**config.mk**
```make
export PLATFORM = sky130hd
export DESIGN_NAME = ball_drop_top
export DESIGN_NICKNAME = d
export VERILOG_FILES = /design/src/game_ctrl_pkg.sv /design/src/game_geom_pkg.sv /design/src/ball_drop_top.sv /design/src/ball_table.sv /design/src/collision_check.sv /design/src/player_ball.sv /design/src/drop_counter.sv /design/src/drop_fsm.sv
export VERILOG_INCLUDE_DIRS = /design/src
export SDC_FILE = /design/constraint.sdc
export NUM_CORES = 2
export LEC_CHECK = 0
export BUFFER_PORTS_ARGS = -buffer_cell sky130_fd_sc_hd__buf_2
export CAP_MARGIN = 20
export CORE_UTILIZATION = 60
export CTS_CLUSTER_SIZE = 12
export DETAILED_ROUTE_END_ITERATION = 10
export PLACE_DENSITY = 0.77
export SLEW_MARGIN = 40
export SYNTH_ARGS = -nofsm -noshare
export SYNTH_HDL_FRONTEND = slang
export SYNTH_SLANG_ARGS = --single-unit
```
**constraint.sdc**
```tcl
create_clock -name clk -period 26.4 [get_ports clk]
set_clock_uncertainty 0.05 [all_clocks]
set_input_delay 2.64 -clock clk [delete_from_list [all_inputs] [get_ports clk]]
set_output_delay 2.64 -clock clk [all_outputs]
set_load 0.05 [all_outputs]
```
**src/game_macros.svh**
```systemverilog
`ifndef GAME_MACROS_SVH
`define GAME_MACROS_SVH

// walls and floor of the field, in pixels
`define FIELD_LEFT   20
`define FIELD_RIGHT  120
`define FIELD_TOP    30
`define FIELD_FLOOR  120

`define SPAWN_X      70
`define FALL_STEP    3   // pixels per clock

`define MAX_BALLS    4
`define HIT_LIMIT    100 // collision cycles allowed per fall

// ball radii, used in the order L, M, S, XL
`define RADIUS_S     5
`define RADIUS_M     10
`define RADIUS_L     15
`define RADIUS_XL    20

`define COORD_W      12

`endif
```
**src/game_ctrl_pkg.sv**
```systemverilog
`default_nettype none

package game_ctrl_pkg;

    typedef enum logic [1:0] {
        aim,
        fall,
        place,
        over
    } drop_state_t;

    // player buttons, one bit each
    typedef struct packed {
        logic left;
        logic right;
        logic drop;
    } player_cmd_t;

endpackage

`default_nettype wire

```
**src/game_geom_pkg.sv**
```systemverilog
`default_nettype none

`include "game_macros.svh"

package game_geom_pkg;

    typedef logic [`COORD_W-1:0]             coord_t;
    typedef logic [5:0]                      radius_t;
    typedef logic [2*`COORD_W:0]             dist_t;     // squared distance
    typedef logic [$clog2(`MAX_BALLS+1)-1:0] slot_idx_t;

    typedef struct packed {
        logic    valid;
        coord_t  x;
        coord_t  y;
        radius_t radius;
    } ball_t;

    typedef ball_t [`MAX_BALLS-1:0] ball_table_t;

    // sideways push on the active ball
    typedef enum logic [1:0] {
        none,
        left,
        right,
        stuck
    } nudge_t;

endpackage

`default_nettype wire

```
**src/ball_drop_top.sv**
```systemverilog
`default_nettype none

module ball_drop_top (
    input  wire                               clk,
    input  wire                               rst,
    input  wire game_ctrl_pkg::player_cmd_t   cmd,
    output game_geom_pkg::ball_t              active,
    output game_geom_pkg::ball_table_t        slots,
    output game_geom_pkg::slot_idx_t          ball_count,
    output game_ctrl_pkg::drop_state_t        state,
    output logic                              game_over,
    output logic                              finish
);

    game_geom_pkg::nudge_t nudge;
    logic                  hit;
    logic                  at_floor;
    logic                  at_wall;
    logic                  budget_out;
    logic                  table_full;
    logic                  overflow;

    drop_fsm u_drop_fsm (
        .clk        (clk),
        .rst        (rst),
        .cmd        (cmd),
        .nudge      (nudge),
        .at_floor   (at_floor),
        .at_wall    (at_wall),
        .budget_out (budget_out),
        .table_full (table_full),
        .state      (state)
    );

    drop_counter u_drop_counter (
        .clk        (clk),
        .rst        (rst),
        .state      (state),
        .hit        (hit),
        .ball_count (ball_count),
        .table_full (table_full),
        .budget_out (budget_out)
    );

    player_ball u_player_ball (
        .clk        (clk),
        .rst        (rst),
        .state      (state),
        .cmd        (cmd),
        .nudge      (nudge),
        .ball_count (ball_count),
        .active     (active),
        .at_floor   (at_floor),
        .at_wall    (at_wall)
    );

    collision_check u_collision_check (
        .active (active),
        .slots  (slots),
        .hit    (hit),
        .nudge  (nudge)
    );

    ball_table u_ball_table (
        .clk        (clk),
        .rst        (rst),
        .state      (state),
        .ball_count (ball_count),
        .active     (active),
        .slots      (slots),
        .overflow   (overflow)
    );

    assign game_over = (state == game_ctrl_pkg::over);
    assign finish    = game_over && !overflow;

endmodule

`default_nettype wire

```
**src/ball_table.sv**
```systemverilog
`default_nettype none

`include "game_macros.svh"

module ball_table (
    input  wire                               clk,
    input  wire                               rst,
    input  wire game_ctrl_pkg::drop_state_t   state,
    input  wire game_geom_pkg::slot_idx_t     ball_count,
    input  wire game_geom_pkg::ball_t         active,
    output game_geom_pkg::ball_table_t        slots,
    output logic                              overflow
);

    always_ff @(posedge clk) begin
        if (rst) begin
            for (int i = 0; i < `MAX_BALLS; i++) begin
                slots[i].valid <= 1'b0;
            end
        end else if (state == game_ctrl_pkg::place) begin
            for (int i = 0; i < `MAX_BALLS; i++) begin
                if (game_geom_pkg::slot_idx_t'(i) == ball_count) begin
                    slots[i] <= active; // next free slot
                end
            end
        end
    end

    // top edge of a stored ball above the top line
    always_comb begin
        overflow = 1'b0;
        for (int i = 0; i < `MAX_BALLS; i++) begin
            if (slots[i].valid &&
                slots[i].y < game_geom_pkg::coord_t'(`FIELD_TOP) +
                             game_geom_pkg::coord_t'(slots[i].radius)) begin
                overflow = 1'b1;
            end
        end
    end

endmodule

`default_nettype wire

```
**src/collision_check.sv**
```systemverilog
`default_nettype none

`include "game_macros.svh"

module collision_check (
    input  wire game_geom_pkg::ball_t         active,
    input  wire game_geom_pkg::ball_table_t   slots,
    output logic                              hit,
    output game_geom_pkg::nudge_t             nudge
);

    localparam int CNT_W = $clog2(`MAX_BALLS + 1);

    logic [`MAX_BALLS-1:0] slot_hit;
    logic [`MAX_BALLS-1:0] push_left;
    logic [`MAX_BALLS-1:0] push_right;
    logic [`MAX_BALLS-1:0] aligned;
    logic [CNT_W-1:0]      n_left;
    logic [CNT_W-1:0]      n_right;

    for (genvar i = 0; i < `MAX_BALLS; i++) begin : g_slot
        game_geom_pkg::coord_t dx;
        game_geom_pkg::coord_t dy;
        logic [6:0]            rsum;
        game_geom_pkg::dist_t  d2;
        game_geom_pkg::dist_t  r2;

        assign dx = (active.x >= slots[i].x) ? active.x - slots[i].x
                                             : slots[i].x - active.x;
        assign dy = (active.y >= slots[i].y) ? active.y - slots[i].y
                                             : slots[i].y - active.y;
        assign rsum = {1'b0, active.radius} + {1'b0, slots[i].radius};

        assign d2 = game_geom_pkg::dist_t'(dx) * game_geom_pkg::dist_t'(dx) +
                    game_geom_pkg::dist_t'(dy) * game_geom_pkg::dist_t'(dy);
        assign r2 = game_geom_pkg::dist_t'(rsum) * game_geom_pkg::dist_t'(rsum);

        assign slot_hit[i]   = slots[i].valid && (d2 <= r2);
        // pushed away from the placed ball
        assign push_left[i]  = slot_hit[i] && (active.x < slots[i].x);
        assign push_right[i] = slot_hit[i] && (active.x > slots[i].x);
        assign aligned[i]    = slot_hit[i] && (active.x == slots[i].x);
    end

    always_comb begin
        n_left  = '0;
        n_right = '0;
        for (int i = 0; i < `MAX_BALLS; i++) begin
            n_left  = n_left + CNT_W'(push_left[i]);
            n_right = n_right + CNT_W'(push_right[i]);
        end
    end

    assign hit = |slot_hit;

    always_comb begin
        if (!hit) begin
            nudge = game_geom_pkg::none;
        end else if ((|aligned) || (n_left == n_right)) begin
            nudge = game_geom_pkg::stuck; // no net push
        end else if (n_left > n_right) begin
            nudge = game_geom_pkg::left;
        end else begin
            nudge = game_geom_pkg::right;
        end
    end

endmodule

`default_nettype wire

```
**src/player_ball.sv**
```systemverilog
`default_nettype none

`include "game_macros.svh"

module player_ball (
    input  wire                               clk,
    input  wire                               rst,
    input  wire game_ctrl_pkg::drop_state_t   state,
    input  wire game_ctrl_pkg::player_cmd_t   cmd,
    input  wire game_geom_pkg::nudge_t        nudge,
    input  wire game_geom_pkg::slot_idx_t     ball_count,
    output game_geom_pkg::ball_t              active,
    output logic                              at_floor,
    output logic                              at_wall
);

    game_geom_pkg::coord_t  rad;
    game_geom_pkg::coord_t  left_x;
    game_geom_pkg::coord_t  right_x;
    game_geom_pkg::coord_t  floor_y;
    game_geom_pkg::coord_t  fall_y;
    game_geom_pkg::radius_t next_rad;

    // size sequence L, M, S, XL by slot index
    function automatic game_geom_pkg::radius_t size_of(input game_geom_pkg::slot_idx_t idx);
        case (idx[1:0])
            2'd0:    size_of = game_geom_pkg::radius_t'(`RADIUS_L);
            2'd1:    size_of = game_geom_pkg::radius_t'(`RADIUS_M);
            2'd2:    size_of = game_geom_pkg::radius_t'(`RADIUS_S);
            default: size_of = game_geom_pkg::radius_t'(`RADIUS_XL);
        endcase
    endfunction

    assign rad      = game_geom_pkg::coord_t'(active.radius);
    assign left_x   = game_geom_pkg::coord_t'(`FIELD_LEFT) + rad;
    assign right_x  = game_geom_pkg::coord_t'(`FIELD_RIGHT) - rad;
    assign floor_y  = game_geom_pkg::coord_t'(`FIELD_FLOOR) - rad;
    assign fall_y   = active.y + game_geom_pkg::coord_t'(`FALL_STEP);
    assign next_rad = size_of(ball_count + 1'b1);

    assign at_wall  = (active.x == left_x) || (active.x == right_x);
    assign at_floor = (active.y == floor_y);

    always_ff @(posedge clk) begin
        if (rst) begin
            active.valid  <= 1'b1;
            active.x      <= game_geom_pkg::coord_t'(`SPAWN_X);
            active.y      <= game_geom_pkg::coord_t'(`FIELD_TOP) -
                             game_geom_pkg::coord_t'(size_of('0));
            active.radius <= size_of('0);
        end else begin
            case (state)
                game_ctrl_pkg::aim: begin
                    if (!cmd.drop) begin // drop keeps x
                        if (cmd.left) begin
                            if (active.x != left_x) begin
                                active.x <= active.x - 1'b1;
                            end
                        end else if (cmd.right && active.x != right_x) begin
                            active.x <= active.x + 1'b1;
                        end
                    end
                end
                game_ctrl_pkg::fall: begin
                    if (nudge == game_geom_pkg::none) begin
                        active.y <= (fall_y >= floor_y) ? floor_y : fall_y;
                    end else if (!at_wall) begin
                        // y holds while touching
                        if (nudge == game_geom_pkg::left) begin
                            active.x <= active.x - 1'b1;
                        end else if (nudge == game_geom_pkg::right) begin
                            active.x <= active.x + 1'b1;
                        end
                    end
                end
                game_ctrl_pkg::place: begin
                    active.valid  <= 1'b1;
                    active.x      <= game_geom_pkg::coord_t'(`SPAWN_X);
                    active.y      <= game_geom_pkg::coord_t'(`FIELD_TOP) -
                                     game_geom_pkg::coord_t'(next_rad);
                    active.radius <= next_rad;
                end
                default: begin
                    active <= active;
                end
            endcase
        end
    end

endmodule

`default_nettype wire

```
**src/drop_counter.sv**
```systemverilog
`default_nettype none

`include "game_macros.svh"

module drop_counter (
    input  wire                               clk,
    input  wire                               rst,
    input  wire game_ctrl_pkg::drop_state_t   state,
    input  wire                               hit,
    output game_geom_pkg::slot_idx_t          ball_count,
    output logic                              table_full,
    output logic                              budget_out
);

    localparam int HIT_W = $clog2(`HIT_LIMIT + 1);

    logic [HIT_W-1:0] hit_cnt;

    always_ff @(posedge clk) begin
        if (rst) begin
            ball_count <= '0;
        end else if (state == game_ctrl_pkg::place) begin
            ball_count <= ball_count + 1'b1;
        end
    end

    // collision cycles of the current fall, saturating
    always_ff @(posedge clk) begin
        if (rst) begin
            hit_cnt <= '0;
        end else if (state == game_ctrl_pkg::place) begin
            hit_cnt <= '0;
        end else if (state == game_ctrl_pkg::fall && hit && !budget_out) begin
            hit_cnt <= hit_cnt + 1'b1;
        end
    end

    assign budget_out = (hit_cnt == HIT_W'(`HIT_LIMIT));
    // this placement takes the last slot
    assign table_full = (ball_count == game_geom_pkg::slot_idx_t'(`MAX_BALLS - 1));

endmodule

`default_nettype wire

```
**src/drop_fsm.sv**
```systemverilog
`default_nettype none

module drop_fsm (
    input  wire                               clk,
    input  wire                               rst,
    input  wire game_ctrl_pkg::player_cmd_t   cmd,
    input  wire game_geom_pkg::nudge_t        nudge,
    input  wire                               at_floor,
    input  wire                               at_wall,
    input  wire                               budget_out,
    input  wire                               table_full,
    output game_ctrl_pkg::drop_state_t        state
);

    game_ctrl_pkg::drop_state_t state_next;
    logic                       hit_rest;

    // colliding and unable to keep sliding
    assign hit_rest = (nudge == game_geom_pkg::stuck) ||
                      ((nudge != game_geom_pkg::none) && (at_wall || budget_out));

    always_ff @(posedge clk) begin
        if (rst) begin
            state <= game_ctrl_pkg::aim;
        end else begin
            state <= state_next;
        end
    end

    always_comb begin
        state_next = state;
        case (state)
            game_ctrl_pkg::aim: begin
                if (cmd.drop) begin
                    state_next = game_ctrl_pkg::fall;
                end
            end
            game_ctrl_pkg::fall: begin
                if (at_floor || hit_rest) begin
                    state_next = game_ctrl_pkg::place;
                end
            end
            game_ctrl_pkg::place: begin
                // single cycle, slot written here
                if (table_full) begin
                    state_next = game_ctrl_pkg::over;
                end else begin
                    state_next = game_ctrl_pkg::aim;
                end
            end
            default: begin
                state_next = game_ctrl_pkg::over; // held until reset
            end
        endcase
    end

endmodule

`default_nettype wire

```
* After elaboration in Yosys (flattened, before gate mapping)
Index checks and enable logic that the tools add are counted.
** Storage, ports and cells
- Word-level logic and storage cells :: 220
- Bits in registers :: 166
- Bits of input ports :: 5
- Output and inout port bits :: 162
** Operators by class
- Add/subtract/negate cells :: 42
- Mux-type cells :: 32
- Bitwise gates (word level) :: 1
- $lt $le $gt $ge :: 26
- Eq/ne operators :: 32
- Reductions and logical operators :: 53
- Multipliers :: 12
** Operator list (count)
- $mux 12 :: 18
- $mul 12x12->24 :: 8
- $sub 12x12->12 :: 16
- $ge 12x12->1 :: 9
- $add 24x24->25 :: 4
- $le 25x14->1 :: 4
- $lt 12x12->1 :: 8
- $eq 12x12->1 :: 7
- $mul 7x7->14 :: 4
- $gt 12x12->1 :: 4
- $pmux 12 s3 :: 1
- $add 5x6->7 const A :: 5
- $add 6x6->7 :: 4
- $logic_and 1x1->1 :: 25
- $ne 12x12->1 :: 2
- $pmux 12 s2 :: 1
- $pmux 5 s3 :: 1
- $add 12x1->12 const B :: 1
- $add 12x2->12 const B :: 1
- $add 3x1->3 :: 4
- $mux 2 :: 6
- $reduce_and 2->1 :: 6
- $reduce_and 3->1 :: 4
- $sub 12x1->12 const B :: 1
- 29 further kinds :: 54

* Depth between registers and ports, before layout
- Word-level depth :: 20
- Mapped depth :: 64
- Gate-level depth less buffers :: 62

* Cells and area by module
Synthesis repeated with hierarchy kept, for this count alone.
** Unflattened totals
- Cells, all modules :: 6194
- Area, all modules :: 54798.8 sq um
** Modules (own cells, without submodules)
- collision_check :: times used 1, area each 46916.2 sq um, cells an instance 5536, seq. area each 0.0 sq um
- ball_table :: times used 1, area each 4662.0 sq um, cells an instance 254, seq. area each 3683.5 sq um
- player_ball :: times used 1, area each 2556.2 sq um, cells an instance 327, seq. area each 560.5 sq um
- drop_counter :: times used 1, area each 549.3 sq um, cells an instance 63, seq. area each 200.2 sq um
- drop_fsm :: times used 1, area each 100.1 sq um, cells an instance 12, seq. area each 40.0 sq um
- ball_drop_top :: times used 1, area each 15.0 sq um, cells an instance 2, seq. area each 0.0 sq um

* Worst setup path after synthesis
OpenSTA, ideal clock, no wires.
- Path kind :: flip-flop to flip-flop
- Start point :: register u_player_ball.active[20] (netlist name)
- End point :: register u_player_ball.active[27] (netlist name)
- Required time :: 26.222 ns
- Clock period less this slack :: 13.424 ns
- Stages on the path, launching flop included :: 55
- Arrival time :: 13.246 ns
- Path buffers :: 2
- Slack :: 12.976 ns
- Path through :: dfxtp_1 -> clkbuf_1 -> inv_1 -> ha_1 -> a21o_1 -> a21oi_1 -> o21bai_1 -> a2111oi_1 -> o31ai_1 -> a21oi_1 -> a21oi_2 -> mux2_2 -> o21ai_1 -> a311o_1 -> xnor2_1 -> buf_2 -> nand2b_1 -> fa_1 -> (+19 left out) -> a2111oi_2 -> o21ai_0 -> nor4_1 -> nand4_1 -> nor3_1 -> ha_1 -> fa_1 -> ha_1 -> ha_1 -> and3_1 -> nand2b_1 -> a31oi_1 -> o2111ai_1 -> nor2b_1 -> o21a_1 -> o21ai_0 -> a221oi_1 -> o21ai_1
** Between the ends
- Word-level cells in the longest chain between the ends :: 19
- Elaborated cells between the ends (all ways) :: 96
- Those cells by class :: add/sub: 20; mul: 4; order compare: 17; eq/ne: 16; mux: 16; reduce/logical: 23
** RTL lines
- $sub 12x12->12 (tied with other cells) :: RTL line collision_check.sv:29 : : slots[i].x - active.x;
- $mux 12 :: RTL line collision_check.sv:28 : assign dx = (active.x >= slots[i].x) ? active.x - slots[i].x
- $mul 12x12->24 :: RTL line collision_check.sv:34 : assign d2 = game_geom_pkg::dist_t'(dx) * game_geom_pkg::dist_t'(dx) +
- $add 24x24->25 :: RTL line collision_check.sv:34
- $le 25x14->1 :: RTL line collision_check.sv:38 : assign slot_hit[i] = slots[i].valid && (d2 <= r2);
- $logic_and 1x1->1 :: RTL line collision_check.sv:38
- $logic_and 1x1->1 (on tied branches) :: RTL line collision_check.sv:40, collision_check.sv:41
- $add 1x1->2 (on tied branches) :: RTL line collision_check.sv:49, collision_check.sv:50
- (+3 left out)
- $mux 2 / $logic_or 1x1->1 (equally long branches) :: RTL line collision_check.sv:61, collision_check.sv:59
- $mux 2 :: RTL line collision_check.sv:59 : end else if ((|aligned) || (n_left == n_right)) begin
- $mux 2 :: RTL line collision_check.sv:57 : if (!hit) begin
- $eq 2x1->1 :: RTL line player_ball.sv:69 : if (nudge == game_geom_pkg::left) begin
- $mux 12 :: RTL line player_ball.sv:69
- $mux 12 :: RTL line player_ball.sv:67 : end else if (!at_wall) begin
- $mux 12 :: RTL line player_ball.sv:65 : if (nudge == game_geom_pkg::none) begin
- $pmux 12 s3 :: RTL line player_ball.sv:52 : case (state)
Parallel ways exist; a longest one is shown, timed or not. The select of a mux whose other input is x is not followed.
A chain may end at the register's enable or synchronous reset.

* Worst setup path in the final report
- Start point :: register u_player_ball.active[18] (netlist name)
- End point :: register u_player_ball.active[27] (netlist name)
** Between the ends
- Word-level cells in the longest chain between the ends :: 19
- Elaborated cells between the ends (all ways) :: 96
- Those cells by class :: add/sub: 20; mul: 4; order compare: 17; eq/ne: 16; mux: 16; reduce/logical: 23
** RTL lines (RTL line)
- $sub 12x12->12 (tied with other cells) :: collision_check.sv:29
- $mux 12 :: collision_check.sv:28
- $mul 12x12->24 :: collision_check.sv:34
- $add 24x24->25 :: collision_check.sv:34
- $le 25x14->1 :: collision_check.sv:38
- $logic_and 1x1->1 :: collision_check.sv:38
- $logic_and 1x1->1 (on tied branches) :: collision_check.sv:40, collision_check.sv:41
- $add 1x1->2 (on tied branches) :: collision_check.sv:49, collision_check.sv:50
- (+3 left out)
- $mux 2 / $logic_or 1x1->1 (equally long branches) :: collision_check.sv:61, collision_check.sv:59
- $mux 2 :: collision_check.sv:59
- $mux 2 :: collision_check.sv:57
- $eq 2x1->1 :: player_ball.sv:69
- $mux 12 :: player_ball.sv:69
- $mux 12 :: player_ball.sv:67
- $mux 12 :: player_ball.sv:65
- $pmux 12 s3 :: player_ball.sv:52
Parallel ways exist; a longest one is shown, timed or not. The select of a mux whose other input is x is not followed.

==> qor.yml <==
clock_network:
  cts_resized: 0
  cts_max_path_buffers: 2
  cts_tree: "yes"
  cts-root-buf: "sky130_fd_sc_hd__clkbuf_16"
  postCtsSetupRepairBufs: 0
  cts.clk_slew.worst_paths_ns: 0.07
  clock_insertion_delay_worst_skew_ns: 0.46
  cts_hold_buf: 0
  cts.sink_count: 156
  tritoncts.num_buffers: 17
  cts_h_tree_depth: 4
placed_design:
  gp_routability_congestion: 0.988
  placedInstanceArea_sq_mm: 0.0562
  detailed_place_hpwl_um: 124000
  portBuffers: 160
finish:
  layout-drive-gt1-share_pct: 6.91
  finish.net_count: 7920
  synthToLayoutAreaGrowth_pct: 5.65
  multiInputGateArea_sq_mm: 0.0435
  fill_cell_total_of_the_finished_layout: 7489
  layout_common_cells: "sky130_fd_sc_hd__inv_1, sky130_fd_sc_hd__fa_1, sky130_fd_sc_hd__ha_1"
  sequential_cell_area_sq_mm: 0.00425
  most_frequent_standard_cell_in_the_layout_excluding_fill_and_tap_cells: "sky130_fd_sc_hd__inv_1"
  num_antenna_cells: 0
  post_route_cell_area_sq_mm: 0.0568
floorplan:
  floorplan.initialDensity_pct: 60.7
  fp-row-count: 109
  num_io_pins: 167
  fp.dieArea_sq_mm: 0.0909
  placeableCoreArea_sq_mm: 0.0886
  die_y_um: 301
  dieWidth_um: 301
yosys:
  synth.avg_cell_area_sq_um: 8.79
  synth_sequential_area_ratio_pct: 7.89
  syn-instance-count: 6120
  synth-adder-area-share_pct: 50.6
  synth_top_area_cell: "sky130_fd_sc_hd__fa_1"
  synth.cell_area_sq_mm: 0.0538
  synth-async-reset-ratio_pct: 0
  synth_simple_gate_area_share_pct: 12.5
  synth_edf_count: 112
  distinct_cell_type_count_of_the_synthesized_netlist: 109
  synth_top_family_by_area: "adder cells"
  ys.warnings.count: 0
  synth_mux_area_share_pct: 1.77
  synth.area.top_cells: "sky130_fd_sc_hd__fa_1, sky130_fd_sc_hd__ha_1, sky130_fd_sc_hd__inv_1, sky130_fd_sc_hd__edfxtp_1, sky130_fd_sc_hd__nor2_1"
  synth.top_cell.area_share_pct: 31.7
  xor_and_xnor_area_share_after_synthesis_pct: 4.27
  synth-main-ff-cell: "sky130_fd_sc_hd__edfxtp_1"
  synth_compound_gate_area_share_pct: 11.6
  number_of_synthesized_register_bits: 156
critical_path:
  rr_endpoint: "u_player_ball.active[27]"
  path_depth: 58
  timing.critical_path.slowest_stage_cell: "sky130_fd_sc_hd__a2111oi_1"
  critical_path_type: "flip-flop to flip-flop"
  cp_max_fo: 16
  max_stage_delay_ns: 0.64
  crit-reg2reg-launch: "u_player_ball.active[18]"
  worst_ep_arrival_time_ns: 16.07
  timing.reg2reg.setup_slack_ns: 10.61
  critPathTopFamily: "adder cells"
  endpoint_kind: "flip-flop"
  cp.buffers_inverters: 9
  end_of_the_critical_path: "u_player_ball.active[27]"
  critical_path_required_ns: 26.68
  setup.worst_path.start_class: "flip-flop"
  crit_start: "u_player_ball.active[18]"
  worst_path_most_repeated_cell: "sky130_fd_sc_hd__fa_1"
  worstRegToRegCells: 58
timing:
  timing_max_transition_violations_final: 0
  transition_time_of_the_tightest_slew_check_pin_ns: 0.868
  max-slew-margin-rel_pct: 41.7
  final_min_period_over_clock_period_pct: 59.8
  finalWorstPathRequiredPeriod_ns: 15.79
  setup-tns-final_ns: 0
  fin_worst_hold_slack_ns: 0.458
  rsz0062_at_grt: "no"
  report.final.hold_viol_count: 0
  fmax_mhz: 63.3
  number_of_setup_violations_in_the_final_report: 0
detailed_routing:
  drt_first_iter_violations: 3494
  avgViaCountPerCell: 5.76
  detail-route-antenna-nets: 0
  avgRoutedWirePerCell_um: 19.7
  drc: 17
  dr.pass1.iters: 9
  totalWireLength_um: 146000
  detailroute.via_count: 42800
global_routing:
  antenna_found_initial: 6
  first_global_vias: 44100
  grt_start_max_net_pins: 30
  track_usage_pct: 33.1
  grt_first_pass_wirelength_um: 235000
  grt.overflow.total: 0
status:
  run_status: "finished, violations left"
  failed_checks: "DRC"
flow_run:
  cap_violations: 0
min_path:
  hold_class: "flip-flop to flip-flop"
[tightest hold or removal path, delay by kind of cell, from the launching register on]
kind | cells | cell delay [ns]
DFF | 1 | 0.32
AOI/OAI and AO/OA | 2 | 0.14
[worst min path at each step]
stage	slack, ns	depth (start not counted)	end	from
after floorplan	0.41	2	u_drop_counter.hit_cnt[6]	u_drop_counter.hit_cnt[6]
after global placement	0.42	2	u_drop_counter.hit_cnt[6]	u_drop_counter.hit_cnt[6]
after detailed placement	0.44	0	u_ball_table.slots[34]	u_player_ball.active[3]
after CTS	0.45	2	u_drop_counter.hit_cnt[6]	u_drop_counter.hit_cnt[6]
after global routing	0.47	0	u_ball_table.slots[34]	u_player_ball.active[3]
final	0.46	2	u_drop_counter.hit_cnt[6]	u_drop_counter.hit_cnt[6]
[cell usage after synthesis, drive strengths merged (63+ instances only)]
cell    number
a21o       157
a21oi      278
clkbuf     107
edfxtp     112
fa         851
ha         813
inv       1447
mux2i       74
nand2      335
nand2b     115
nand3       63
nor2       483
o21ai      191
xnor2      178
xor2        82
[layer usage]
layer | vias up | GRT usage (%) | routed length, um
li1 | 19700 | - | -
met1 | 21000 | 44.1 | 59600
met2 | 1759 | 52.7 | 66200
met3 | 320 | 7.21 | 13900
met4 | 6 | 12.1 | 6330
met5 | - | 0 | 48
[registers in the layout, indices dropped and copies added (netlist names)]
name                       count
u_drop_counter.hit_cnt         7
u_drop_counter.ball_count      3
u_ball_table.slots           116
u_player_ball.active          28
u_drop_fsm.state               2
[logic make-up (layout without fill, tap and decap cells)]
family          count (synthesis)  count (layout)
compound gates                950             950
mux                            92              92
xor+xnor                      260             260
buf+inv                      1607            1746
other cells                     2               6
fa+ha+maj                    1664            1664
simple gates                 1389            1389
flops                         156             156
[area by class of cell]
type	instances	area share, %
multi-input cells	4361	76.6
flip-flops and latches	156	7.47
repair buffers	262	2.76
inverters	1453	9.60
well taps	1165	2.56
clock inverters	12	0.244
clock buffers	19	0.762
[metrics by stage]
| stage | util [%] | setup WS (ns) | instances |
|---|---|---|---|
| finish | 64.1 | 10.61 | 7428 |
| global route | 64.1 | 9.89 | 7428 |
| CTS | 64.1 | 10.67 | 7428 |
| detailed placement | 63.4 | 10.67 | 7397 |
| global placement | 63.4 | 10.96 | 7396 |
| floorplan | - | 12.98 | 6124 |
Power is left out: the tool's default activity adds up to more than one toggle a clock period on the data nets, which glitch-free logic cannot reach.
